--- src/hdl/isaPkg.sv ---
// isaPkg: data width, register index width, ALU ops, conditions, jump kinds, result sources
package isaPkg;

   // data and address word width
   localparam int dataW = 16;
   // eight architectural registers
   localparam int regSelW = 3;

   // ALU operation, applied after the optional operand inversions
   typedef enum logic [3:0] {
      aluAdd, aluAnd, aluOr, aluXor,
      aluSll, aluSrl, aluRol, aluPassB
   } aluOpE;

   // condition field
   // eqz..gez compare operand A against zero and steer the branch
   // seq..sco are set ops and turn the condition into a 0/1 result
   typedef enum logic [3:0] {
      brNone, brEqz, brNez, brLtz, brGez,
      brSeq, brSlt, brSle, brSco
   } brchE;

   // jump kind: pc relative target or ALU computed register jump
   typedef enum logic [1:0] {
      jmpNone, jmpRel, jmpReg
   } jmpE;

   // where the written back value comes from
   typedef enum logic [1:0] {
      resAlu, resMem, resPc, resImm
   } resSrcE;

endpackage

--- src/hdl/pipePkg.sv ---
// pipePkg: issued op, EX/MEM and MEM/WB stage registers, retire record
package pipePkg;

   // decoded op as it arrives on the issue stream
   typedef struct packed {
      // set by the issuer along with opValid
      logic                            valid;
      logic [isaPkg::regSelW-1:0]      srcA;
      logic [isaPkg::regSelW-1:0]      srcB;
      logic [isaPkg::regSelW-1:0]      dst;
      logic                            wrEn;
      isaPkg::aluOpE                   aluOp;
      logic                            invA;
      logic                            invB;
      logic                            cin;
      isaPkg::brchE                    brch;
      isaPkg::jmpE                     jmp;
      isaPkg::resSrcE                  resSrc;
      logic                            memWr;
      // ALU operand B is imm instead of register B
      logic                            immSel;
      logic [isaPkg::dataW-1:0]        imm;
      logic [isaPkg::dataW-1:0]        incPc;
   } issueOpT;

   // EX/MEM, value is the memory address for loads and stores
   typedef struct packed {
      logic                            valid;
      logic [isaPkg::regSelW-1:0]      dst;
      logic                            wrEn;
      isaPkg::resSrcE                  resSrc;
      logic [isaPkg::dataW-1:0]        value;
      logic [isaPkg::dataW-1:0]        storeData;
      logic                            memWr;
      logic [isaPkg::dataW-1:0]        nextPc;
   } exMemT;

   // MEM/WB, holds the final result
   typedef struct packed {
      logic                            valid;
      logic [isaPkg::regSelW-1:0]      dst;
      logic                            wrEn;
      logic [isaPkg::dataW-1:0]        result;
      logic [isaPkg::dataW-1:0]        nextPc;
   } memWbT;

   typedef struct packed {
      logic [isaPkg::regSelW-1:0]      dst;
      logic                            wrEn;
      logic [isaPkg::dataW-1:0]        result;
      logic [isaPkg::dataW-1:0]        nextPc;
   } retireT;

endpackage

--- src/hdl/regFile.sv ---
// regFile: eight-entry register file, two read ports, one write port with bypass
`timescale 1ns/1ps
`default_nettype none
module regFile (
   input  wire logic                          clk,
   input  wire logic                          rst,
   input  wire logic [isaPkg::regSelW-1:0]    rdAddrA,
   input  wire logic [isaPkg::regSelW-1:0]    rdAddrB,
   output logic      [isaPkg::dataW-1:0]      rdDataA,
   output logic      [isaPkg::dataW-1:0]      rdDataB,
   input  wire logic                          wrEn,
   input  wire logic [isaPkg::regSelW-1:0]    wrAddr,
   input  wire logic [isaPkg::dataW-1:0]      wrData
);

   logic [isaPkg::dataW-1:0] regs [2**isaPkg::regSelW];

   // contents survive reset, only writes are blocked while it is held
   always_ff @(posedge clk) begin
      if (wrEn && !rst) begin
         regs[wrAddr] <= wrData;
      end
   end

   // same-cycle write shows up on the read ports
   assign rdDataA = (wrEn && wrAddr == rdAddrA) ? wrData : regs[rdAddrA];
   assign rdDataB = (wrEn && wrAddr == rdAddrB) ? wrData : regs[rdAddrB];

endmodule
`default_nettype wire

--- src/hdl/alu.sv ---
// alu: 16-bit ALU with operand inversion, carry-in and add-path flags
`timescale 1ns/1ps
`default_nettype none
module alu (
   input  wire logic [isaPkg::dataW-1:0]   inA,
   input  wire logic [isaPkg::dataW-1:0]   inB,
   input  wire logic                       cin,
   input  wire isaPkg::aluOpE              op,
   input  wire logic                       invA,
   input  wire logic                       invB,
   output logic      [isaPkg::dataW-1:0]   result,
   output logic                            zero,
   output logic                            sign,
   output logic                            ofl,
   output logic                            carry
);

   logic [isaPkg::dataW-1:0]   opA;
   logic [isaPkg::dataW-1:0]   opB;
   logic [isaPkg::dataW-1:0]   sum;
   logic [2*isaPkg::dataW-1:0] dbl;
   logic [3:0]                 shAmt;

   assign opA = invA ? ~inA : inA;
   assign opB = invB ? ~inB : inB;

   // add path, always active since set and branch ops read its flags
   assign {carry, sum} = opA + opB + cin;
   assign zero  = (sum == '0);
   assign sign  = sum[isaPkg::dataW-1];
   // signed overflow: like signs in, other sign out
   assign ofl   = (opA[isaPkg::dataW-1] == opB[isaPkg::dataW-1]) &&
                  (sum[isaPkg::dataW-1] != opA[isaPkg::dataW-1]);

   // shift amount from low bits of B
   assign shAmt = opB[3:0];
   // rotate: upper half of the doubled word after the left shift
   assign dbl   = {opA, opA} << shAmt;

   always_comb begin
      case (op)
         isaPkg::aluAdd:   result = sum;
         isaPkg::aluAnd:   result = opA & opB;
         isaPkg::aluOr:    result = opA | opB;
         isaPkg::aluXor:   result = opA ^ opB;
         isaPkg::aluSll:   result = opA << shAmt;
         isaPkg::aluSrl:   result = opA >> shAmt;
         isaPkg::aluRol:   result = dbl[2*isaPkg::dataW-1:isaPkg::dataW];
         default:          result = opB;
      endcase
   end

endmodule
`default_nettype wire

--- src/hdl/execute.sv ---
// execute: operand forwarding, ALU, condition evaluation, PC target and next-PC select
`timescale 1ns/1ps
`default_nettype none
module execute (
   input  wire pipePkg::issueOpT           op,
   input  wire logic [isaPkg::dataW-1:0]   regA,
   input  wire logic [isaPkg::dataW-1:0]   regB,
   input  wire pipePkg::exMemT             exMem,
   input  wire pipePkg::memWbT             memWb,
   output pipePkg::exMemT                  nextExMem
);

   logic [isaPkg::dataW-1:0] fwdA, fwdB, aluB, aluRes;
   logic [isaPkg::dataW-1:0] pcTarget, nextPc, staged;
   logic zero, sign, ofl, carry;
   logic zeroCmp, setOp, cond, taken;

   // youngest valid writer wins, EX/MEM never holds load data here
   function automatic logic [isaPkg::dataW-1:0] fwdSel(
      input logic [isaPkg::regSelW-1:0] src,
      input logic [isaPkg::dataW-1:0]   regVal
   );
      if (exMem.valid && exMem.wrEn && exMem.dst == src)
         return exMem.value;
      if (memWb.valid && memWb.wrEn && memWb.dst == src)
         return memWb.result;
      return regVal;
   endfunction

   // stage registers are read inside fwdSel
   always_comb begin
      fwdA = fwdSel(op.srcA, regA);
      fwdB = fwdSel(op.srcB, regB);
   end

   assign zeroCmp = op.brch inside {isaPkg::brEqz, isaPkg::brNez, isaPkg::brLtz, isaPkg::brGez};
   assign setOp   = op.brch inside {isaPkg::brSeq, isaPkg::brSlt, isaPkg::brSle, isaPkg::brSco};

   // zero compares add nothing to A so the flags describe A itself
   assign aluB = zeroCmp ? '0 : (op.immSel ? op.imm : fwdB);

   alu alu_i (
      .inA(fwdA), .inB(aluB), .cin(op.cin), .op(op.aluOp), .invA(op.invA), .invB(op.invB),
      .result(aluRes), .zero(zero), .sign(sign), .ofl(ofl), .carry(carry)
   );

   always_comb begin
      case (op.brch)
         isaPkg::brEqz, isaPkg::brSeq: cond = zero;
         isaPkg::brNez:                cond = !zero;
         isaPkg::brLtz:                cond = sign;
         isaPkg::brGez:                cond = !sign;
         // signed less than from the subtract flags
         isaPkg::brSlt:                cond = sign ^ ofl;
         isaPkg::brSle:                cond = (sign ^ ofl) | zero;
         isaPkg::brSco:                cond = carry;
         default:                      cond = 1'b0;
      endcase
   end

   assign taken    = zeroCmp && cond;
   assign pcTarget = op.incPc + op.imm;

   always_comb begin
      case (op.jmp)
         isaPkg::jmpRel: nextPc = pcTarget;
         isaPkg::jmpReg: nextPc = aluRes;
         default:        nextPc = taken ? pcTarget : op.incPc;
      endcase
      // loads keep the address in value, memStage swaps in the data
      case (op.resSrc)
         isaPkg::resPc:  staged = op.incPc;
         isaPkg::resImm: staged = op.imm;
         isaPkg::resMem: staged = aluRes;
         default:        staged = setOp ? {{(isaPkg::dataW-1){1'b0}}, cond} : aluRes;
      endcase
   end

   assign nextExMem = '{valid: op.valid, dst: op.dst, wrEn: op.wrEn, resSrc: op.resSrc,
                        value: staged, storeData: fwdB, memWr: op.memWr, nextPc: nextPc};

endmodule
`default_nettype wire

--- src/hdl/memStage.sv ---
// memStage: data memory with synchronous write, combinational read, result select
`timescale 1ns/1ps
`default_nettype none
module memStage #(
   parameter int memDepthLog2 = 8
) (
   input  wire logic            clk,
   input  wire pipePkg::exMemT  exMem,
   output pipePkg::memWbT       memWb
);

   logic [isaPkg::dataW-1:0] mem [2**memDepthLog2];
   logic [memDepthLog2-1:0]  addr;
   logic                     isLoad;

   // word addressed, upper address bits ignored
   assign addr   = exMem.value[memDepthLog2-1:0];
   assign isLoad = (exMem.resSrc == isaPkg::resMem);

   // valid here is already qualified with the stage advance
   always_ff @(posedge clk) begin
      if (exMem.valid && exMem.memWr) begin
         mem[addr] <= exMem.storeData;
      end
   end

   assign memWb.valid  = exMem.valid;
   assign memWb.dst    = exMem.dst;
   assign memWb.wrEn   = exMem.wrEn;
   assign memWb.nextPc = exMem.nextPc;
   // load data, else the value staged in execute
   assign memWb.result = isLoad ? mem[addr] : exMem.value;

endmodule
`default_nettype wire

--- src/hdl/hazardCtrl.sv ---
// hazardCtrl: FSM for startup, load-use stall and retire back-pressure
`timescale 1ns/1ps
`default_nettype none
module hazardCtrl (
   input  wire logic                         clk,
   input  wire logic                         rst,
   input  wire logic                         opValid,
   input  wire logic [isaPkg::regSelW-1:0]   opSrcA,
   input  wire logic [isaPkg::regSelW-1:0]   opSrcB,
   input  wire pipePkg::exMemT               exMem,
   input  wire logic                         retireValid,
   input  wire logic                         retireReady,
   output logic                              opReady,
   output logic                              exEnable,
   output logic                              wbEnable,
   output logic                              insertBubble
);

   typedef enum logic [1:0] {stStartup, stRun, stLoadStall} stateE;
   stateE state, stateNext;
   logic  frozen, loadUse;

   // retire word not taken, whole pipe holds
   assign frozen  = retireValid && !retireReady;
   // load data only exists after MEM, so a dependent op waits one cycle
   assign loadUse = opValid && exMem.valid && exMem.wrEn &&
                    exMem.resSrc == isaPkg::resMem &&
                    (exMem.dst == opSrcA || exMem.dst == opSrcB);

   always_ff @(posedge clk) begin
      if (rst) state <= stStartup;
      else     state <= stateNext;
   end

   always_comb begin
      stateNext    = state;
      opReady      = 1'b0;
      exEnable     = !frozen;
      wbEnable     = !frozen;
      insertBubble = 1'b1;
      case (state)
         stStartup: begin
            // one idle cycle out of reset
            stateNext = stRun;
         end
         stRun: begin
            if (!frozen && loadUse) begin
               stateNext = stLoadStall;
            end else begin
               opReady      = !frozen;
               insertBubble = !opValid;
            end
         end
         default: begin
            // bubble went in, load now sits in MEM/WB for forwarding
            opReady      = !frozen;
            insertBubble = !opValid;
            if (!frozen) stateNext = stRun;
         end
      endcase
   end

endmodule
`default_nettype wire

--- src/hdl/backEnd.sv ---
// backEnd: top level with stage registers, register file, execute, memory and hazard control
`timescale 1ns/1ps
`default_nettype none
module backEnd #(
   parameter int memDepthLog2 = 8
) (
   input  wire logic               clk,
   input  wire logic               rst,
   input  wire pipePkg::issueOpT   opIn,
   input  wire logic               opValid,
   output logic                    opReady,
   output pipePkg::retireT         retire,
   output logic                    retireValid,
   input  wire logic               retireReady
);

   pipePkg::exMemT exMem, exMemNext, exMemGo;
   pipePkg::memWbT memWb, memWbNext;
   logic [isaPkg::dataW-1:0] regA, regB;
   logic exEnable, wbEnable, insertBubble, rfWrEn;

   // register write coincides with the retire handshake
   assign rfWrEn = wbEnable && memWb.valid && memWb.wrEn;

   regFile regFile_i (
      .clk(clk), .rst(rst), .rdAddrA(opIn.srcA), .rdAddrB(opIn.srcB),
      .rdDataA(regA), .rdDataB(regB),
      .wrEn(rfWrEn), .wrAddr(memWb.dst), .wrData(memWb.result)
   );

   execute execute_i (
      .op(opIn), .regA(regA), .regB(regB), .exMem(exMem), .memWb(memWb),
      .nextExMem(exMemNext)
   );

   // stores only land on the edge where EX/MEM moves on
   always_comb begin
      exMemGo       = exMem;
      exMemGo.valid = exMem.valid && wbEnable;
   end

   memStage #(.memDepthLog2(memDepthLog2)) memStage_i (
      .clk(clk), .exMem(exMemGo), .memWb(memWbNext)
   );

   hazardCtrl hazardCtrl_i (
      .clk(clk), .rst(rst), .opValid(opValid), .opSrcA(opIn.srcA), .opSrcB(opIn.srcB),
      .exMem(exMem), .retireValid(retireValid), .retireReady(retireReady),
      .opReady(opReady), .exEnable(exEnable), .wbEnable(wbEnable),
      .insertBubble(insertBubble)
   );

   // stage registers
   always_ff @(posedge clk) begin
      if (rst) begin
         exMem <= '0;
         memWb <= '0;
      end else begin
         if (exEnable) exMem <= insertBubble ? '0 : exMemNext;
         if (wbEnable) memWb <= memWbNext;
      end
   end

   // retire stream straight from MEM/WB
   assign retireValid = memWb.valid;
   assign retire      = '{dst: memWb.dst, wrEn: memWb.wrEn, result: memWb.result,
                          nextPc: memWb.nextPc};

endmodule
`default_nettype wire

--- config.mk ---
export PLATFORM = sky130hd
export DESIGN_NAME = backEnd
export DESIGN_NICKNAME = d
export VERILOG_FILES = /design/src/hdl/isaPkg.sv /design/src/hdl/pipePkg.sv /design/src/hdl/regFile.sv /design/src/hdl/alu.sv /design/src/hdl/execute.sv /design/src/hdl/memStage.sv /design/src/hdl/hazardCtrl.sv /design/src/hdl/backEnd.sv
export SDC_FILE = /design/constraint.sdc
export NUM_CORES = 2
export LEC_CHECK = 0
export BUFFER_PORTS_ARGS = -buffer_cell sky130_fd_sc_hd__buf_2
export CORE_AREA = 2 2 707 709
export CTS_CLUSTER_SIZE = 12
export DETAILED_ROUTE_END_ITERATION = 10
export DIE_AREA = 0 0 709 711
export PLACE_DENSITY = 0.6
export SETUP_SLACK_MARGIN = 0.15
export SYNTH_ARGS = -nofsm -noshare
export SYNTH_HDL_FRONTEND = slang
export SYNTH_MEMORY_MAX_BITS = 65536
export SYNTH_SLANG_ARGS = --single-unit
--- constraint.sdc ---
create_clock -name clk -period 10.12 [get_ports clk]
set_clock_uncertainty 0.05 [all_clocks]
set_input_delay 1.012 -clock clk [delete_from_list [all_inputs] [get_ports clk]]
set_output_delay 1.012 -clock clk [all_outputs]
set_load 0.02 [all_outputs]
# Word-level counts from Yosys, hierarchy flattened
# Memory sizes are Yosys's and may differ from the RTL's. A register that Yosys moved wholly into a read port is not among the register bits.
# Cells that the tools add are included.
[word_totals] regBits=95 word_cells=134 memories=2 ramBits=4224
[classes] shifts=3 muxes=41 n_bitwise=7 eq_ne=29 n_reduce_logical=35 addsub=3
[mem_list] name="memStage_i.mem" words=256 width=16 read_ports=1 rd_clocked_by_memory_dff=1 wr=1 line="memStage.sv:12" text="logic [isaPkg::dataW-1:0] mem [2**memDepthLog2];"
[mem_list] name="regFile_i.regs" words=8 width=16 read_ports=2 rd_clocked_by_memory_dff=0 wr=1 line="regFile.sv:16" text="logic [isaPkg::dataW-1:0] regs [2**isaPkg::regSelW];"
[ops] operator="16-bit 2-to-1 mux" count=17
[ops] operator="16-bit case mux with 7 select lines" count=1
[ops] operator="56-bit 2-to-1 mux" count=1
[ops] operator="16-bit case mux with 3 select lines" count=1
[ops] operator="16-bit NOT" count=2
[ops] operator="16-bit case mux with 2 select lines" count=1
[ops] operator="32-bit by 4-bit left shift with 32-bit output" count=1
[ops] operator="4-bit by 3-bit equality test with 1-bit output (second input constant)" count=7
[ops] operator="1-bit logical AND" count=21
[ops] operator="16-bit by 16-bit adder with 17-bit output" count=1
[ops] operator="17-bit by 1-bit adder with 17-bit output" count=1
[ops] operator="16-bit adder" count=1
[ops] operator="16-bit AND" count=1
[ops] operator="4-bit by 2-bit equality test with 1-bit output (second input constant)" count=4
[ops] operator="16-bit logical NOT" count=1
[ops] operator="8-bit 2-to-1 mux" count=2
[ops] operator="16-bit bitwise OR" count=1
[ops] operator="16-bit by 4-bit left shift with 16-bit output" count=1
[ops] operator="16-bit by 4-bit >> shifter with 16-bit output" count=1
[ops] operator="16-bit XOR" count=1
[ops] operator="3-bit equality test" count=4
[ops] operator="1-bit 2-to-1 mux" count=12
[ops] operator="2-bit by 1-bit equality test with 1-bit output (second input constant)" count=4
[ops] operator="4-bit by 1-bit equality test with 1-bit output (second input constant)" count=2
[ops] operator="19 further kinds" count=29

# Depth between registers and ports, before layout
[logic_depth] depth_word=26 ltp_mapped=34 ltp_nobuf=28

# Cells and area by module
# Synthesis repeated with hierarchy kept, for this count alone.
[hier_totals] cells_unflattened=8601 hier_area_um2=174816.4
[by_module_without_submodules] module="memStage" seq_area_each_um2=122998.0 area_each_um2=157776.3 instances=1 cells_per_inst=6935
[by_module_without_submodules] module="regFile" seq_area_each_um2=3843.7 area_each_um2=6567.5 instances=1 cells_per_inst=301
[by_module_without_submodules] module="backEnd" seq_area_each_um2=1861.8 area_each_um2=3673.5 instances=1 cells_per_inst=370
[by_module_without_submodules] module="alu" seq_area_each_um2=0.0 area_each_um2=3529.6 instances=1 cells_per_inst=536
[by_module_without_submodules] module="execute" seq_area_each_um2=0.0 area_each_um2=3036.7 instances=1 cells_per_inst=433
[by_module_without_submodules] module="hazardCtrl" seq_area_each_um2=40.0 area_each_um2=232.7 instances=1 cells_per_inst=26

# Least setup slack after synthesis
# Ideal clock, no wire load.
[synth_timing] kind="input to register" start="in opIn[54] (netlist name)" end="reg exMem[15] (netlist name)" setup_ns=0.117 slack_ns=2.699 t_required_ns=9.953 stages=33 t_arrival_ns=7.254 cell_sequence="buf_2 > xor2_1 > or4_1 > clkbuf_1 > o21ai_0 > a2bb2oi_1 > mux2_2 > inv_1 > buf_2 > buf_1 > ha_1 > a21o_1 > nand2_1 > nand3_1 > a311oi_1 > nor2_1 > o21a_1 > o21ai_0 > nand2b_1 > a21oi_1 > fa_1 > nand2_1 > nor3_1 > o211ai_1 > a2111oi_2 > nand4bb_1 > or4_4 > and3_1 > buf_6 > buf_8 > nand2_1 > o211ai_1 > a32o_1"
[synth_via] elab_chain_len=21
[synth_rtl] element="start: declaration" line="backEnd.sv:9" text="input wire pipePkg::issueOpT opIn,"
[synth_rtl] element="parallel branches: the longest is 20 deep, another holds 16-bit by 16-bit adder with 17-bit output"
[synth_rtl] element="56-bit 2-to-1 mux (*)" line="backEnd.sv:59" text="if (exEnable) exMem <= insertBubble ? '0 : exMemNext;"
# Every way passes the cells marked *. The select of a mux whose other input is x is not followed.
# A chain may end at the register's enable or synchronous reset.

# Worst setup path after layout
[layout_timing] start="reg retireValid (netlist name)" end="reg exMem[5] (netlist name)"
[layout_via] elab_chain_len=23
[layout_rtl] element="1-bit logical AND" line="hazardCtrl.sv:24" text="assign frozen = retireValid && !retireReady;"
[layout_rtl] element="1-bit logical NOT"
[layout_rtl] element="1-bit logical AND (2 in a row)" line="backEnd.sv:23" text="assign rfWrEn = wbEnable && memWb.valid && memWb.wrEn;"
[layout_rtl] element="1-bit logical AND" line="regFile.sv:27" text="assign rdDataB = (wrEn && wrAddr == rdAddrB) ? wrData : regs[rdAddrB];"
[layout_rtl] element="16-bit 2-to-1 mux" line="regFile.sv:27"
[layout_rtl] element="16-bit 2-to-1 mux" line="execute.sv:27" text="return regVal;"
[layout_rtl] element="16-bit 2-to-1 mux" line="execute.sv:25" text="if (memWb.valid && memWb.wrEn && memWb.dst == src)"
[layout_rtl] element="16-bit 2-to-1 mux (2 in a row)" line="execute.sv:40" text="assign aluB = zeroCmp ? '0 : (op.immSel ? op.imm : fwdB);"
[layout_rtl] element="[... 5 more ...]"
[layout_rtl] element="1-bit logical AND" line="alu.sv:32" text="assign ofl = (opA[isaPkg::dataW-1] == opB[isaPkg::dataW-1]) &&"
[layout_rtl] element="1-bit XOR" line="execute.sv:54, execute.sv:55"
[layout_rtl] element="1-bit bitwise OR" line="execute.sv:55" text="isaPkg::brSle: cond = (sign ^ ofl) | zero;"
[layout_rtl] element="1-bit case mux with 7 select lines" line="execute.sv:48" text="case (op.brch)"
[layout_rtl] element="1-bit logical AND" line="execute.sv:61" text="assign taken = zeroCmp && cond;"
[layout_rtl] element="16-bit 2-to-1 mux" line="execute.sv:68" text="default: nextPc = taken ? pcTarget : op.incPc;"
[layout_rtl] element="16-bit case mux with 2 select lines" line="execute.sv:65" text="case (op.jmp)"
[layout_rtl] element="56-bit 2-to-1 mux" line="backEnd.sv:59"
# Parallel ways exist; a longest one is shown, timed or not. The select of a mux whose other input is x is not followed.

==> impl_metrics.ini <==
[status]
status = complete, no violations

[logic_synthesis]
ys_async_sr_fraction_pct = 0
synth.distinct_cells = 100
ys.warnings.count = 0
synthDominantCellAreaShare_pct = 73.1
synth-edff-count = 4224
yosys.area.top_type = edfxtp_1
synth_seq_area_share_pct = 74.3
synth_fp_nets = 8104
largest_cells_by_area_after_synthesis = edfxtp_1, mux4_2, mux2i_1, dfxtp_1, nor2_1
synth.avg_cell_area_um2 = 21.7
syn_inst = 7986
post_synth_instance_area_mm2 = 0.173
ys_dominant_reg_cell = edfxtp_1
yosys_register_bits = 4327

[sta]
hold_violations = 0
max-slew-margin-rel_pct = 5.40
timing_max_transition_violations_final = 0
worst-slew-pin-transition_ns = 1.41
fin_ws_ns = 1.66
fmax_mhz = 118
setup-violations-final = 0
final_min_period_over_clock_period_pct = 83.6
rsz0062_at_grt = false
finalCriticalPeriod_ns = 8.46
setup_total_negative_slack_ns = 0

[pwr]
vdd_ir_drop_max_mv = 0.163
cellLeakagePower_nw = 53.0
cellPowerDensity_mw_per_mm2 = 184

[global_route]
grt_use_met3_pct = 3.36
grt_overflow = 0
grt.met1_usage_pct = 25.4
global_route_wire_length_before_repair_um = 666000
vias_in_the_first_global_route = 85900
antenna_violations_before_repair = 32
grt_max_degree = 178
grt_most_used_layer = met2
grt.met2_usage_pct = 29.4
overall_global_routing_usage_pct = 18.3

[critical_path]
worst-path-max-fanout = 18
crit_path_top_cell_by_count = o211ai_1
endpoint_required_time_on_the_critical_path_ns = 10.91
cp-end-kind = register
critPathMaxStageDelay_ns = 0.79
critPathSlowestCell = or4_1
critical-path-top-delay-family = simple AND/OR/NAND/NOR gates
worst-path-buf-inv = 2
worstPathArrival_ns = 9.25
crit_path_start_kind = register
crit_type = reg -> reg
regToRegSetupSlack_ns = 1.66

[finish]
fin_nets = 8553
drive_gt1_share_pct = 28.9
final_cell_area_mm2 = 0.196
mostFrequentLayoutCells = edfxtp_1, mux4_2, clkbuf_16
layout-area-overhead-vs-synth_pct = 13.0
post_route_core_utilization_pct = 39.5
leading_cell_type_in_the_layout_fill_and_taps_excluded = edfxtp_1

[floorplanning]
start_util_pct = 35.0
core_mm2 = 0.496
io_pins = 102
placementRows = 259
die_area_mm2 = 0.504
die-width_um = 709
die_height_um = 711

[clock_network]
clock_latency_on_the_worst_skew_pair_ns = 1.02
h_tree_levels = 5
clockRootBuffer = clkbuf_16
number_of_buffers_added_by_the_clock_tree_synthesis_step = 429
clkSlewWorstSetupHoldPaths_ns = 0.06
tritoncts = built
post_cts_resize_count = 0
holdBufCountCts = 0
clock_path_buffers = 4
post-cts-setup-buffer-count = 0
total_clock_sinks = 4327

[routing]
route.detailed.vias_per_inst = 5.56
totalWireLength_um = 471000
post_drt_wl_per_cell_um = 30.7
detailedRoute.firstPassIterationCount = 6
iteration_0_drc_markers = 11000
drt_drc_violations_left = 0
route.vias.total = 85400
drt.antenna.violating_nets = 0

[placement]
buffer_ports.inserted = 101
pre_cts_slack_ns = 0.902
gp_congestion = 0.935
postPlaceCellArea_mm2 = 0.184
place_hpwl_um = 284000

[worst_hold_path]
holdCritPathClass = in -> reg

[flow_run]
drv_cap = 0
[sequential cells by signal (all words and copies together), names as in the netlist, named ones only]
| register | count |
|---|---|
| regFile_i.regs | 128 |
| hazardCtrl_i.state | 2 |
| retireValid | 1 |
| exMem | 56 |
| memStage_i.mem | 4096 |
| retire | 36 |
[per-stage QoR]
step / total power [W] / hold WS, ns / std cells
floorplan: 0.0212 / 0.375 / 7986
global placement: 0.0219 / 0.393 / 14700
detailed placement: 0.0219 / 0.395 / 14700
CTS: 0.0363 / 0.161 / 15300
global route: 0.0371 / 0.223 / 15300
finish: 0.0360 / 0.250 / 15400
[Yosys cell counts (all sizes together) (16+ instances only)]
library cell	number
mux2i	211
nor3	50
xor2	41
o21ai	71
ha	50
and2	19
dfxtp	103
clkbuf	289
nand2	191
buf	198
nor2b	38
nor2	403
edfxtp	4224
a22oi	33
xnor2	17
mux4	1376
o221ai	16
a21oi	122
a211oi	61
o211ai	45
nand2b	28
inv	55
o21a	22
or3	22
mux2	22
nand3	50
[where the power goes]
group | leakage, nW | total, W | switching, W | internal [W]
Combinational | 13.2 | 0.00194 | 0.00126 | 0.000689
Sequential | 33.8 | 0.0196 | 0.0000817 | 0.0195
Clock | 5.93 | 0.0145 | 0.00653 | 0.00792
Total | 53.0 | 0.0360 | 0.00787 | 0.0282
[worst paths after layout]
check | start | endpoint | cells past startpoint
max | retireValid | exMem[5] | 28
min | opIn[33] | exMem[16] | 3
max reg2reg | retireValid | exMem[5] | 28
min reg2reg | retire[1] | retire[1] | 2
[routing by layer]
layer	wire length [um]	vias to the layer above
met5	41	-
met4	16700	6
met3	36600	690
met2	226000	3753
met1	192000	46300
li1	-	34700
[final cells by class]
| type | count | area, um2 |
|---|---|---|
| sequential | 4327 | 129000 |
| inverter | 55 | 216 |
| timing repair buffer | 505 | 3760 |
| antenna | 20 | 50.0 |
| multi-input combinational | 3117 | 42400 |
| tap | 6655 | 8330 |
| clock inverter | 107 | 801 |
| fill | 43500 | 300000 |
| clock buffer | 573 | 11500 |
[kinds of logic after synthesis]
family	Yosys count	synth area share, %
compound gates	536	2.18
xor+xnor	58	0.293
fa+ha+maj	54	0.407
buf+inv	542	1.32
flops	4327	74.3
mux	1609	19.2
simple gates	860	2.24
[worst min-delay path, stage by stage]
cell	delay, ns
buf_2	0.08
a22oi_1	0.06
nor2_1	0.09
(Power assumes the default switching activity.)
